<file path="config.mk">
export PLATFORM = sky130hd
export DESIGN_NAME = rv_soc_top
export DESIGN_NICKNAME = d
export VERILOG_FILES = /design/src/cpu_pkg.sv /design/src/mem_req_if.sv /design/src/rv_soc_top.sv /design/src/cpu_core.sv /design/src/wishbone_master.sv /design/src/bus_arbiter.sv /design/src/load_store_unit.sv /design/src/fetch_unit.sv /design/src/register_file.sv /design/src/alu.sv /design/src/instr_decoder.sv
export SDC_FILE = /design/constraint.sdc
export NUM_CORES = 2
export LEC_CHECK = 0
export ABC_AREA = 0
export BUFFER_PORTS_ARGS = -buffer_cell sky130_fd_sc_hd__buf_4
export CELL_PAD_IN_SITES_DETAIL_PLACEMENT = 1
export CELL_PAD_IN_SITES_GLOBAL_PLACEMENT = 1
export CORE_ASPECT_RATIO = 1.1
export CORE_MARGIN = 10
export CORE_UTILIZATION = 40
export CTS_BUF_LIST = sky130_fd_sc_hd__clkbuf_4 sky130_fd_sc_hd__clkbuf_8 sky130_fd_sc_hd__clkbuf_16
export CTS_CLUSTER_DIAMETER = 120
export DETAILED_ROUTE_END_ITERATION = 12
export GPL_ROUTABILITY_DRIVEN = 0
export HOLD_SLACK_MARGIN = 0.06
export PLACE_DENSITY_LB_ADDON = 0.05
export SLEW_MARGIN = 0
export SYNTH_ARGS = -nofsm -noshare
export SYNTH_HDL_FRONTEND = slang
export SYNTH_SLANG_ARGS = --single-unit
export TNS_END_PERCENT = 30
</file>
<file path="constraint.sdc">
create_clock -name clk -period 38.1 [get_ports clk]
set_input_delay 1.905 -clock clk [delete_from_list [all_inputs] [get_ports clk]]
set_output_delay 1.905 -clock clk [all_outputs]
set_load 0.01 [all_outputs]
</file>
<file path="src/cpu_pkg.sv">
// ############################
// cpu_pkg
// word types, RV32I encodings and the FSM state types
// ############################
`default_nettype none

package cpu_pkg;

    typedef logic [31:0] word_t;
    typedef logic [4:0]  reg_addr_t;
    typedef logic [6:0]  opcode_t;
    typedef logic [3:0]  alu_op_t;

    // base opcodes of the supported subset
    localparam opcode_t OP_R      = 7'b0110011;
    localparam opcode_t OP_I      = 7'b0010011;
    localparam opcode_t OP_LOAD   = 7'b0000011;
    localparam opcode_t OP_STORE  = 7'b0100011;
    localparam opcode_t OP_BRANCH = 7'b1100011;
    localparam opcode_t OP_JAL    = 7'b1101111;
    localparam opcode_t OP_JALR   = 7'b1100111;
    localparam opcode_t OP_LUI    = 7'b0110111;

    localparam alu_op_t ALU_ADD = 4'd0;
    localparam alu_op_t ALU_SUB = 4'd1;
    localparam alu_op_t ALU_XOR = 4'd2;
    localparam alu_op_t ALU_OR  = 4'd3;
    localparam alu_op_t ALU_AND = 4'd4;
    localparam alu_op_t ALU_SLL = 4'd5;
    localparam alu_op_t ALU_SRL = 4'd6;
    localparam alu_op_t ALU_LUI = 4'd7;

    // branch funct3
    localparam logic [2:0] F3_BEQ = 3'b000;
    localparam logic [2:0] F3_BNE = 3'b001;
    localparam logic [2:0] F3_BLT = 3'b100;
    localparam logic [2:0] F3_BGE = 3'b101;

    typedef enum logic [1:0] {
        S_FETCH,
        S_EXECUTE,
        S_MEMORY,
        S_WRITEBACK
    } core_state_e;

    typedef enum logic {
        W_IDLE,
        W_BUSY
    } wb_state_e;

    localparam word_t RESET_PC_DEFAULT = 32'h3300_0000;

endpackage

`default_nettype wire
</file>
<file path="src/mem_req_if.sv">
// ############################
// mem_req_if
// one word request toward the bus arbiter or master
// ############################
`default_nettype none

interface mem_req_if;
    logic           req;    // held until done
    logic           we;
    cpu_pkg::word_t addr;
    cpu_pkg::word_t wdata;
    cpu_pkg::word_t rdata;  // valid while done is high
    logic           done;   // single-cycle pulse

    modport requester (output req, we, addr, wdata, input rdata, done);
    modport arbiter (input req, we, addr, wdata, output rdata, done);
endinterface

`default_nettype wire

</file>
<file path="src/rv_soc_top.sv">
// ############################
// rv_soc_top
// core, arbiter and Wishbone master
// ############################
`default_nettype none

module rv_soc_top #(
    parameter cpu_pkg::word_t RESET_PC = cpu_pkg::RESET_PC_DEFAULT
) (
    input  logic           clk,
    input  logic           rst,
    input  cpu_pkg::word_t wb_dat_i,
    input  logic           wb_ack_i,
    output cpu_pkg::word_t wb_adr_o,
    output cpu_pkg::word_t wb_dat_o,
    output logic [3:0]     wb_sel_o,
    output logic           wb_we_o,
    output logic           wb_stb_o,
    output logic           wb_cyc_o
);
    mem_req_if fetch_bus ();
    mem_req_if data_bus ();
    mem_req_if master_bus ();

    cpu_core #(.RESET_PC(RESET_PC)) u_core (
        .clk, .rst, .fetch_bus(fetch_bus), .data_bus(data_bus)
    );

    bus_arbiter u_arbiter (
        .clk, .rst, .fetch_port(fetch_bus), .data_port(data_bus), .master_port(master_bus)
    );

    wishbone_master u_master (
        .clk, .rst, .req_port(master_bus), .wb_dat_i, .wb_ack_i, .wb_adr_o,
        .wb_dat_o, .wb_sel_o, .wb_we_o, .wb_stb_o, .wb_cyc_o
    );

endmodule

`default_nettype wire

</file>
<file path="src/cpu_core.sv">
// ############################
// cpu_core
// multicycle sequencer, writeback and next-pc select
// ############################
`default_nettype none

module cpu_core #(
    parameter cpu_pkg::word_t RESET_PC = cpu_pkg::RESET_PC_DEFAULT
) (
    input  logic         clk,
    input  logic         rst,
    mem_req_if.requester fetch_bus,
    mem_req_if.requester data_bus
);
    cpu_pkg::core_state_e state_q;
    cpu_pkg::word_t       pc, instr, imm, rs1_val, rs2_val, alu_b, alu_result;
    cpu_pkg::word_t       load_data, wb_data, next_pc, pc_plus4;
    cpu_pkg::reg_addr_t   rs1, rs2, rd;
    cpu_pkg::alu_op_t     alu_op;
    logic                 use_imm, is_load, is_store, is_branch, is_jal, is_jalr;
    logic                 dec_reg_we, instr_valid, branch_taken, mem_start, mem_finished;

    assign mem_start = (state_q == cpu_pkg::S_EXECUTE) && (is_load || is_store);
    assign alu_b     = use_imm ? imm : rs2_val;
    assign pc_plus4  = pc + 32'd4;

    always_ff @(posedge clk or posedge rst) begin
        if (rst) begin
            state_q <= cpu_pkg::S_FETCH;
        end else begin
            case (state_q)
                cpu_pkg::S_FETCH:
                    if (instr_valid) state_q <= cpu_pkg::S_EXECUTE;
                cpu_pkg::S_EXECUTE:
                    state_q <= mem_start ? cpu_pkg::S_MEMORY : cpu_pkg::S_WRITEBACK;
                cpu_pkg::S_MEMORY:
                    if (mem_finished) state_q <= cpu_pkg::S_WRITEBACK;
                default: state_q <= cpu_pkg::S_FETCH;   // after writeback
            endcase
        end
    end

    // link value for jumps, load word, else alu
    always_comb begin
        if (is_load) begin
            wb_data = load_data;
        end else if (is_jal || is_jalr) begin
            wb_data = pc_plus4;
        end else begin
            wb_data = alu_result;
        end
    end

    always_comb begin
        if (is_jalr) begin
            next_pc = {alu_result[31:1], 1'b0};
        end else if (is_jal || (is_branch && branch_taken)) begin
            next_pc = pc + imm;
        end else begin
            next_pc = pc_plus4;
        end
    end

    instr_decoder u_decoder (
        .instr_i(instr), .rs1_o(rs1), .rs2_o(rs2), .rd_o(rd), .imm_o(imm),
        .alu_op_o(alu_op), .use_imm_o(use_imm), .is_load_o(is_load),
        .is_store_o(is_store), .is_branch_o(is_branch), .is_jal_o(is_jal),
        .is_jalr_o(is_jalr), .reg_we_o(dec_reg_we)
    );

    alu u_alu (
        .op_i(alu_op), .a_i(rs1_val), .b_i(alu_b), .rs2_val_i(rs2_val),
        .funct3_i(instr[14:12]), .result_o(alu_result), .branch_taken_o(branch_taken)
    );

    register_file u_regs (
        .clk, .rst, .rs1_i(rs1), .rs2_i(rs2), .rd_i(rd),
        .we_i(state_q == cpu_pkg::S_WRITEBACK && dec_reg_we),
        .wdata_i(wb_data), .rs1_val_o(rs1_val), .rs2_val_o(rs2_val)
    );

    fetch_unit #(.RESET_PC(RESET_PC)) u_fetch (
        .clk, .rst, .fetch_i(state_q == cpu_pkg::S_FETCH),
        .pc_load_i(state_q == cpu_pkg::S_WRITEBACK), .next_pc_i(next_pc),
        .pc_o(pc), .instr_o(instr), .instr_valid_o(instr_valid), .bus(fetch_bus)
    );

    load_store_unit u_lsu (
        .clk, .rst, .start_i(mem_start), .write_i(is_store), .addr_i(alu_result),
        .wdata_i(rs2_val), .load_data_o(load_data), .finished_o(mem_finished),
        .bus(data_bus)
    );

endmodule

`default_nettype wire

</file>
<file path="src/wishbone_master.sv">
// ############################
// wishbone_master
// one classic single-word cycle per request
// ############################
`default_nettype none

module wishbone_master (
    input  logic           clk,
    input  logic           rst,
    mem_req_if.arbiter     req_port,
    input  cpu_pkg::word_t wb_dat_i,
    input  logic           wb_ack_i,
    output cpu_pkg::word_t wb_adr_o,
    output cpu_pkg::word_t wb_dat_o,
    output logic [3:0]     wb_sel_o,
    output logic           wb_we_o,
    output logic           wb_stb_o,
    output logic           wb_cyc_o
);
    cpu_pkg::wb_state_e state_q;
    logic               done_q;
    cpu_pkg::word_t     rdata_q;

    assign req_port.done  = done_q;
    assign req_port.rdata = rdata_q;

    always_ff @(posedge clk or posedge rst) begin
        if (rst) begin
            state_q  <= cpu_pkg::W_IDLE;
            done_q   <= 1'b0;
            wb_adr_o <= '0;
            wb_dat_o <= '0;
            wb_sel_o <= '0;
            wb_we_o  <= 1'b0;
            wb_stb_o <= 1'b0;
            wb_cyc_o <= 1'b0;
        end else begin
            done_q <= 1'b0;
            case (state_q)
                cpu_pkg::W_IDLE: begin
                    // req is still up during the done cycle of the last request
                    if (req_port.req && !done_q) begin
                        state_q  <= cpu_pkg::W_BUSY;
                        wb_adr_o <= req_port.addr;
                        wb_dat_o <= req_port.wdata;
                        wb_sel_o <= 4'hF;   // full words only
                        wb_we_o  <= req_port.we;
                        wb_stb_o <= 1'b1;
                        wb_cyc_o <= 1'b1;
                    end
                end
                cpu_pkg::W_BUSY: begin
                    if (wb_ack_i) begin
                        state_q  <= cpu_pkg::W_IDLE;
                        done_q   <= 1'b1;
                        wb_adr_o <= '0;
                        wb_dat_o <= '0;
                        wb_sel_o <= '0;
                        wb_we_o  <= 1'b0;
                        wb_stb_o <= 1'b0;
                        wb_cyc_o <= 1'b0;
                    end
                end
                default: state_q <= cpu_pkg::W_IDLE;
            endcase
        end
    end

    always_ff @(posedge clk) begin
        if (state_q == cpu_pkg::W_BUSY && wb_ack_i) begin
            rdata_q <= wb_dat_i;
        end
    end

endmodule

`default_nettype wire

</file>
<file path="src/bus_arbiter.sv">
// ############################
// bus_arbiter
// fixed priority, data ahead of fetch
// ############################
`default_nettype none

module bus_arbiter (
    input  logic         clk,
    input  logic         rst,
    mem_req_if.arbiter   fetch_port,
    mem_req_if.arbiter   data_port,
    mem_req_if.requester master_port
);
    logic busy_q;
    logic grant_data_q;
    logic pick_data;

    // free choice only while no request is open
    assign pick_data = busy_q ? grant_data_q : data_port.req;

    assign master_port.req   = pick_data ? data_port.req   : fetch_port.req;
    assign master_port.we    = pick_data ? data_port.we    : fetch_port.we;
    assign master_port.addr  = pick_data ? data_port.addr  : fetch_port.addr;
    assign master_port.wdata = pick_data ? data_port.wdata : fetch_port.wdata;

    assign data_port.done   = master_port.done && pick_data;
    assign fetch_port.done  = master_port.done && !pick_data;
    assign data_port.rdata  = pick_data ? master_port.rdata : '0;
    assign fetch_port.rdata = pick_data ? '0 : master_port.rdata;

    always_ff @(posedge clk or posedge rst) begin
        if (rst) begin
            busy_q       <= 1'b0;
            grant_data_q <= 1'b0;
        end else if (!busy_q && (data_port.req || fetch_port.req)) begin
            busy_q       <= 1'b1;
            grant_data_q <= data_port.req;
        end else if (busy_q && master_port.done) begin
            busy_q <= 1'b0;
        end
    end

endmodule

`default_nettype wire

</file>
<file path="src/load_store_unit.sv">
// ############################
// load_store_unit
// holds one data access and keeps the load word
// ############################
`default_nettype none

module load_store_unit (
    input  logic           clk,
    input  logic           rst,
    input  logic           start_i,
    input  logic           write_i,
    input  cpu_pkg::word_t addr_i,
    input  cpu_pkg::word_t wdata_i,
    output cpu_pkg::word_t load_data_o,
    output logic           finished_o,
    mem_req_if.requester   bus
);
    logic           req_q;
    logic           we_q;
    cpu_pkg::word_t addr_q;
    cpu_pkg::word_t wdata_q;
    cpu_pkg::word_t load_q;

    assign bus.req     = req_q;
    assign bus.we      = we_q;
    assign bus.addr    = addr_q;
    assign bus.wdata   = wdata_q;
    assign load_data_o = load_q;
    assign finished_o  = bus.done;

    always_ff @(posedge clk or posedge rst) begin
        if (rst) begin
            req_q <= 1'b0;
        end else if (start_i) begin
            req_q <= 1'b1;
        end else if (bus.done) begin
            req_q <= 1'b0;   // released the edge after done
        end
    end

    always_ff @(posedge clk) begin
        if (start_i) begin
            we_q    <= write_i;
            addr_q  <= addr_i;
            wdata_q <= wdata_i;
        end
        if (bus.done) begin
            load_q <= bus.rdata;
        end
    end

endmodule

`default_nettype wire

</file>
<file path="src/fetch_unit.sv">
// ############################
// fetch_unit
// pc, instruction register and fetch requests
// ############################
`default_nettype none

module fetch_unit #(
    parameter cpu_pkg::word_t RESET_PC = cpu_pkg::RESET_PC_DEFAULT
) (
    input  logic           clk,
    input  logic           rst,
    input  logic           fetch_i,
    input  logic           pc_load_i,
    input  cpu_pkg::word_t next_pc_i,
    output cpu_pkg::word_t pc_o,
    output cpu_pkg::word_t instr_o,
    output logic           instr_valid_o,
    mem_req_if.requester   bus
);
    cpu_pkg::word_t pc_q;
    cpu_pkg::word_t ir_q;

    // reads only, at the current pc
    assign bus.req   = fetch_i;
    assign bus.we    = 1'b0;
    assign bus.addr  = pc_q;
    assign bus.wdata = '0;

    assign pc_o          = pc_q;
    assign instr_o       = ir_q;
    assign instr_valid_o = bus.done;

    always_ff @(posedge clk or posedge rst) begin
        if (rst) begin
            pc_q <= RESET_PC;
        end else if (pc_load_i) begin
            pc_q <= next_pc_i;
        end
    end

    always_ff @(posedge clk) begin
        if (bus.done) begin
            ir_q <= bus.rdata;
        end
    end

endmodule

`default_nettype wire

</file>
<file path="src/register_file.sv">
// ############################
// register_file
// 32 x 32 registers, two reads, one write
// ############################
`default_nettype none

module register_file (
    input  logic               clk,
    input  logic               rst,
    input  cpu_pkg::reg_addr_t rs1_i,
    input  cpu_pkg::reg_addr_t rs2_i,
    input  cpu_pkg::reg_addr_t rd_i,
    input  logic               we_i,
    input  cpu_pkg::word_t     wdata_i,
    output cpu_pkg::word_t     rs1_val_o,
    output cpu_pkg::word_t     rs2_val_o
);
    cpu_pkg::word_t regs [32];

    assign rs1_val_o = regs[rs1_i];
    assign rs2_val_o = regs[rs2_i];

    always_ff @(posedge clk or posedge rst) begin
        if (rst) begin
            for (int i = 0; i < 32; i++) begin
                regs[i] <= '0;
            end
        end else if (we_i && rd_i != '0) begin  // x0 never written
            regs[rd_i] <= wdata_i;
        end
    end

endmodule

`default_nettype wire

</file>
<file path="src/alu.sv">
// ############################
// alu
// arithmetic, addresses and the branch compare
// ############################
`default_nettype none

module alu (
    input  cpu_pkg::alu_op_t op_i,
    input  cpu_pkg::word_t   a_i,
    input  cpu_pkg::word_t   b_i,
    input  cpu_pkg::word_t   rs2_val_i,
    input  logic [2:0]       funct3_i,
    output cpu_pkg::word_t   result_o,
    output logic             branch_taken_o
);

    always_comb begin
        case (op_i)
            cpu_pkg::ALU_ADD: result_o = a_i + b_i;
            cpu_pkg::ALU_SUB: result_o = a_i - b_i;
            cpu_pkg::ALU_XOR: result_o = a_i ^ b_i;
            cpu_pkg::ALU_OR:  result_o = a_i | b_i;
            cpu_pkg::ALU_AND: result_o = a_i & b_i;
            cpu_pkg::ALU_SLL: result_o = a_i << b_i[4:0];
            cpu_pkg::ALU_SRL: result_o = a_i >> b_i[4:0];
            cpu_pkg::ALU_LUI: result_o = b_i;   // immediate arrives pre-shifted
            default:          result_o = '0;
        endcase
    end

    // rs1 against rs2, blt and bge are signed
    always_comb begin
        case (funct3_i)
            cpu_pkg::F3_BEQ: branch_taken_o = (a_i == rs2_val_i);
            cpu_pkg::F3_BNE: branch_taken_o = (a_i != rs2_val_i);
            cpu_pkg::F3_BLT: branch_taken_o = ($signed(a_i) < $signed(rs2_val_i));
            cpu_pkg::F3_BGE: branch_taken_o = ($signed(a_i) >= $signed(rs2_val_i));
            default:         branch_taken_o = 1'b0;
        endcase
    end

endmodule

`default_nettype wire

</file>
<file path="src/instr_decoder.sv">
// ############################
// instr_decoder
// fields, sign-extended immediate and control flags
// ############################
`default_nettype none

module instr_decoder (
    input  cpu_pkg::word_t     instr_i,
    output cpu_pkg::reg_addr_t rs1_o,
    output cpu_pkg::reg_addr_t rs2_o,
    output cpu_pkg::reg_addr_t rd_o,
    output cpu_pkg::word_t     imm_o,
    output cpu_pkg::alu_op_t   alu_op_o,
    output logic               use_imm_o,
    output logic               is_load_o,
    output logic               is_store_o,
    output logic               is_branch_o,
    output logic               is_jal_o,
    output logic               is_jalr_o,
    output logic               reg_we_o
);
    cpu_pkg::opcode_t opcode;
    logic [2:0]       funct3;
    logic             alt;      // funct7 bit 5
    cpu_pkg::alu_op_t arith_op;
    logic             arith_ok;
    cpu_pkg::word_t   imm_i, imm_s, imm_b, imm_j, imm_u;

    assign opcode = instr_i[6:0];
    assign funct3 = instr_i[14:12];
    assign alt    = instr_i[30];
    assign rs1_o  = instr_i[19:15];
    assign rs2_o  = instr_i[24:20];
    assign rd_o   = instr_i[11:7];

    assign imm_i = {{20{instr_i[31]}}, instr_i[31:20]};
    assign imm_s = {{20{instr_i[31]}}, instr_i[31:25], instr_i[11:7]};
    assign imm_b = {{19{instr_i[31]}}, instr_i[31], instr_i[7], instr_i[30:25],
                    instr_i[11:8], 1'b0};
    assign imm_j = {{11{instr_i[31]}}, instr_i[31], instr_i[19:12], instr_i[20],
                    instr_i[30:21], 1'b0};
    assign imm_u = {instr_i[31:12], 12'b0};

    // shared by register and immediate forms
    always_comb begin
        arith_ok = 1'b1;
        arith_op = cpu_pkg::ALU_ADD;
        case (funct3)
            3'b000: begin
                if (alt && opcode == cpu_pkg::OP_R) begin
                    arith_op = cpu_pkg::ALU_SUB;
                end
            end
            3'b100: arith_op = cpu_pkg::ALU_XOR;
            3'b110: arith_op = cpu_pkg::ALU_OR;
            3'b111: arith_op = cpu_pkg::ALU_AND;
            3'b001: arith_op = cpu_pkg::ALU_SLL;
            3'b101: begin
                arith_op = cpu_pkg::ALU_SRL;
                arith_ok = !alt;    // sra is outside the subset
            end
            default: arith_ok = 1'b0;
        endcase
    end

    always_comb begin
        imm_o       = '0;
        alu_op_o    = cpu_pkg::ALU_ADD;
        use_imm_o   = 1'b0;
        is_load_o   = 1'b0;
        is_store_o  = 1'b0;
        is_branch_o = 1'b0;
        is_jal_o    = 1'b0;
        is_jalr_o   = 1'b0;
        reg_we_o    = 1'b0;
        case (opcode)
            cpu_pkg::OP_R: begin
                alu_op_o = arith_op;
                reg_we_o = arith_ok;
            end
            cpu_pkg::OP_I: begin
                imm_o     = imm_i;
                alu_op_o  = arith_op;
                use_imm_o = 1'b1;
                reg_we_o  = arith_ok;
            end
            cpu_pkg::OP_LOAD: begin
                imm_o     = imm_i;
                use_imm_o = 1'b1;
                is_load_o = (funct3 == 3'b010);   // lw only
                reg_we_o  = (funct3 == 3'b010);
            end
            cpu_pkg::OP_STORE: begin
                imm_o      = imm_s;
                use_imm_o  = 1'b1;
                is_store_o = (funct3 == 3'b010);  // sw only
            end
            cpu_pkg::OP_BRANCH: begin
                imm_o       = imm_b;
                is_branch_o = funct3 inside {cpu_pkg::F3_BEQ, cpu_pkg::F3_BNE,
                                             cpu_pkg::F3_BLT, cpu_pkg::F3_BGE};
            end
            cpu_pkg::OP_JAL: begin
                imm_o    = imm_j;
                is_jal_o = 1'b1;
                reg_we_o = 1'b1;
            end
            cpu_pkg::OP_JALR: begin
                imm_o     = imm_i;
                use_imm_o = 1'b1;
                is_jalr_o = (funct3 == 3'b000);
                reg_we_o  = (funct3 == 3'b000);
            end
            cpu_pkg::OP_LUI: begin
                imm_o     = imm_u;
                alu_op_o  = cpu_pkg::ALU_LUI;
                use_imm_o = 1'b1;
                reg_we_o  = 1'b1;
            end
            default: ;   // no-op, pc advances by 4
        endcase
    end

endmodule

`default_nettype wire

</file>
==> Implementation_results.wiki <==
{| class="wikitable"
! Metric !! Value
|-
| Status || finished clean
|-
| Asr flop ratio synth || 0.875
|-
| Library cell used as clock root buffer || sky130_fd_sc_hd__clkbuf_16
|-
| Num CTS Buffers || 153
|-
| Sequential element share of the synthesized area || 0.421
|-
| # setup viols final || 0
|-
| Count of H-tree levels built during CTS || 4
|-
| Via count of the first global-routing pass || 64315
|-
| Post-synthesis cell count || 7149
|-
| Number of warnings issued by yosys || 0
|-
| First-pass GRT wire length || 504000 um
|-
| Routed vias/inst || 6.53
|-
| Global-route usage over all layers || 0.321
|-
| Biggest area consumer among synthesized cells || sky130_fd_sc_hd__dfrtp_1
|-
| Endpoint kind of the worst setup timing path || register
|-
| RSZ-0062 raised after global routing || no
|-
| Fillers || 20671
|-
| Sinks on Clock Net || 1290
|-
| Number of distinct library cell variants in the gate-level netlist after synthesis || 116
|-
| Pwr Density || 43.6 nW/um2
|-
| Worst EP arrival || 11080 ps
|-
| Most used DFF post-synth || sky130_fd_sc_hd__dfrtp_1
|-
| Fraction of layout instances using a drive strength above 1 || 0.236
|-
| # port buffers || 105
|-
| Final number of max-transition violations || 0
|-
| Post-detailed-route DRC marker count || 0
|-
| Worst min-delay path class || reg2reg
|-
| Worst slew slack as a fraction of its limit || 0.0464
|-
| Max-cap check violation count || 0
|-
| Post-route minimum period || 10340 ps
|-
| Worst hold-check slack || 397 ps
|-
| Yosys top cell area share || 0.358
|-
| Top achievable clock speed || 96.7 MHz
|-
| Cell types with the largest area share after synthesis || sky130_fd_sc_hd__dfrtp_1 (36%), sky130_fd_sc_hd__mux2_2 (8.3%), sky130_fd_sc_hd__mux2i_1 (7.7%)
|-
| Kind of start point of the critical path || register
|-
| Avg WL per Cell || 36.7 um
|-
| Final core occ || 0.445
|-
| Hold buffer count at cts || 0
|-
| Average footprint of a synthesized cell || 11.0 um2
|-
| Drt first pass iters || 7
|-
| Cell Area, Placed || 81500 um2
|-
| Clock-pin slew on the worst setup and hold paths || 60 ps
|-
| Remaining global-route overflow || 0
|-
| Placed Instances || 9409
|-
| Syn_nets || 7357
|-
| Category of the critical setup timing path || reg2reg
|-
| Flop and latch count out of synthesis || 1290
|-
| Final net count || 7192
|-
| Total number of placement rows || 170
|-
| Clock Latency Late Sink || 830 ps
|-
| Detail Route Antenna Nets || 0
|-
| Die footprint || 215000 um2
|-
| CTS max path bufs || 3
|-
| Die width || 443 um
|-
| Placeable core area || 195000 um2
|-
| Netlist Area Pre-Place || 78600 um2
|-
| Final Hold Violating Endpoints || 0
|-
| Portion of the clock cycle consumed by the worst path in the final layout || 0.271
|-
| Data required time at the worst endpoint || 38840 ps
|-
| Half-perimeter wire length after placement || 236000 um
|-
| Slew of the pin with the lowest slew margin || 1430 ps
|-
| Initial DRC count || 7270
|-
| Layout area overhead || 10.6%
|-
| Largest net degree at the start of global routing || 169
|-
| Finished Layout Cells || 9700
|-
| Detailed-route wire length || 356000 um
|-
| Worst Skew || 39.6 ps
|-
| Number of enable flip-flop cells after synthesis || 161
|-
| Max VDD drop || 53.3 uV
|-
| Setup total negative slack || 0 ps
|-
| Critical path peak fanout || 37
|-
| Starting density of the core || 0.402
|-
| Static leakage || 38.5 nW
|-
| Buffers inserted by post-CTS timing repair || 0
|-
| Number of resized instances in the post-cts repair step || 0
|-
| Number of antenna violations at the first check in global routing || 24
|-
| Die Ht || 485 um
|-
| Routed via count || 63348
|-
| Fin area || 86900 um2
|-
| Number of top-level design ports || 106
|-
| TritonCTS clock tree || yes
|}
==> final cells by class <==
| type | count | area (um2) | area share |
|---|---|---|---|
| clock inverter | 52 | 671 | 0.00772 |
| antenna | 9 | 22.5 | 0.000259 |
| inverter | 134 | 519 | 0.00598 |
| tap | 2580 | 3230 | 0.0372 |
| timing repair buffer | 323 | 2520 | 0.0290 |
| sequential | 1290 | 33100 | 0.381 |
| clock buffer | 230 | 4670 | 0.0538 |
| multi-input combinational | 5082 | 42200 | 0.485 |
==> worst paths after layout <==
| kind | start | depth (start not counted) | end | slack, ps |
|---|---|---|---|---|
| setup / recovery | u_core.u_fetch.instr_o[22] | 27 | u_core.u_regs.regs[959] | 27760 |
| hold / removal | u_core.u_regs.regs[1014] | 0 | u_core.u_regs.regs[1014] | 400 |
| setup reg to reg | u_core.u_fetch.instr_o[22] | 27 | u_core.u_regs.regs[959] | 27760 |
| hold reg to reg | u_core.u_regs.regs[1014] | 0 | u_core.u_regs.regs[1014] | 400 |
| max in group asynchronous | rst | 6 | u_master.wb_adr_o[18] | 33320 |
| min in group asynchronous | rst | 2 | u_master.wb_dat_o[8] | 1120 |
==> cells in the mapped netlist (45+ instances only) <==
library cell / number
sky130_fd_sc_hd__mux2_2: 580
sky130_fd_sc_hd__clkbuf_1: 352
sky130_fd_sc_hd__a31oi_1: 86
sky130_fd_sc_hd__o21ai_1: 147
sky130_fd_sc_hd__ha_1: 171
sky130_fd_sc_hd__or3_1: 51
sky130_fd_sc_hd__nor2b_1: 56
sky130_fd_sc_hd__inv_1: 127
sky130_fd_sc_hd__nand4_1: 47
sky130_fd_sc_hd__mux2i_1: 607
sky130_fd_sc_hd__and2_1: 62
sky130_fd_sc_hd__buf_4: 45
sky130_fd_sc_hd__a21o_1: 47
sky130_fd_sc_hd__o211ai_1: 86
sky130_fd_sc_hd__xnor2_1: 74
sky130_fd_sc_hd__o21ai_0: 349
sky130_fd_sc_hd__a22oi_1: 294
sky130_fd_sc_hd__nor3_1: 84
sky130_fd_sc_hd__nand2_1: 535
sky130_fd_sc_hd__edfxtp_1: 161
sky130_fd_sc_hd__a21oi_1: 259
sky130_fd_sc_hd__a22o_1: 62
sky130_fd_sc_hd__buf_6: 57
sky130_fd_sc_hd__buf_2: 134
sky130_fd_sc_hd__nand3_1: 204
sky130_fd_sc_hd__mux4_2: 260
sky130_fd_sc_hd__mux2_4: 60
sky130_fd_sc_hd__dfrtp_1: 1125
sky130_fd_sc_hd__nor2_1: 373
==> registers in the layout, indices dropped and copies added, names as in the netlist, 2 cells and up <==
| signal | cells |
|---|---|
| u_core.u_lsu.bus.wdata | 32 |
| u_core.u_lsu.bus.addr | 32 |
| u_core.u_fetch.bus.addr | 32 |
| u_core.u_fetch.instr_o | 32 |
| u_master.wb_dat_o | 32 |
| u_core.state_q | 2 |
| u_core.u_lsu.load_data_o | 32 |
| u_master.req_port.rdata | 32 |
| u_core.u_regs.regs | 1024 |
| u_master.wb_adr_o | 32 |
==> worst max-delay path: stages, from the launching register on <==
cell and delay (ps):
sky130_fd_sc_hd__edfxtp_1 370, sky130_fd_sc_hd__buf_4 290, sky130_fd_sc_hd__nor2_4 790, sky130_fd_sc_hd__buf_4 650
sky130_fd_sc_hd__a22oi_1 140, sky130_fd_sc_hd__a21oi_1 340, sky130_fd_sc_hd__or4_1 720, sky130_fd_sc_hd__clkinv_4 460
sky130_fd_sc_hd__a21oi_4 250, sky130_fd_sc_hd__buf_4 390, sky130_fd_sc_hd__ha_1 280, sky130_fd_sc_hd__nand4_1 340
sky130_fd_sc_hd__nor3_1 550, sky130_fd_sc_hd__nor2_1 100, sky130_fd_sc_hd__xnor2_1 150, sky130_fd_sc_hd__ha_1 410
sky130_fd_sc_hd__a211oi_1 270, sky130_fd_sc_hd__nand2_1 120, sky130_fd_sc_hd__nor2_1 90, sky130_fd_sc_hd__or4b_1 570
sky130_fd_sc_hd__a32oi_1 380, sky130_fd_sc_hd__nand2_1 130, sky130_fd_sc_hd__a21o_1 210, sky130_fd_sc_hd__a311oi_1 330
sky130_fd_sc_hd__xnor3_2 370, sky130_fd_sc_hd__a21oi_2 80, sky130_fd_sc_hd__o31ai_4 1070, sky130_fd_sc_hd__mux2_2 330
==> cells in the final DEF, fill, tap and decap left out, drive strengths merged, types with 32 or more instances in the layout <==
cell,synthesis,layout
inv,132,138
nor2b,56,56
edfxtp,161,161
a22o,62,62
a21o,47,47
mux4,264,264
a211oi,37,37
a31oi,86,86
a221oi,39,39
nand3,208,208
nor3,84,84
mux2,640,640
a21oi,263,263
and2,64,64
a22oi,296,296
or3,52,52
mux2i,609,609
nand2,536,536
dfrtp,1125,1125
clkbuf,365,230
o211ai,90,90
ha,171,171
nand4,49,49
o21ai,500,500
nor2,377,377
clkinv,2,37
o22ai,32,32
xnor2,74,74
buf,278,323
xor2,33,33
==> routing by layer <==
metal  track usage  vias up  share of wire
met5             0        -        0.00015
met4         0.168        8          0.060
met3        0.0592      811          0.072
met2         0.498     2745           0.45
met1         0.428    33325           0.42
li1              -    26459              -
==> report_power, final <==
group	switching [mW]	internal [mW]	total [mW]
registers	0.0713	1.47	1.55
logic	0.456	0.230	0.686
clock network	0.636	0.920	1.56
==> through the flow <==
| stage | power, mW | setup slack, ps |
|---|---|---|
| after floorplan | 1.97 | 4410 |
| after global placement | 2.24 | 28260 |
| after detailed placement | 2.25 | 28170 |
| after CTS | 3.81 | 28070 |
| after global routing | 3.93 | 27410 |
| final | 3.79 | 27760 |
==> cells by family after synthesis <==
family / count (synthesis) / share of synthesized area
flip-flops: 1290 / 0.421
multiplexers: 1513 / 0.248
buffers and inverters: 777 / 0.0504
AO/OA/AOI/OAI: 1703 / 0.145
AND/OR/NAND/NOR: 1585 / 0.0955
adder cells (fa/ha/maj): 173 / 0.0277
XOR/XNOR: 108 / 0.0122
Note: power is estimated with default switching activity, not from simulation.
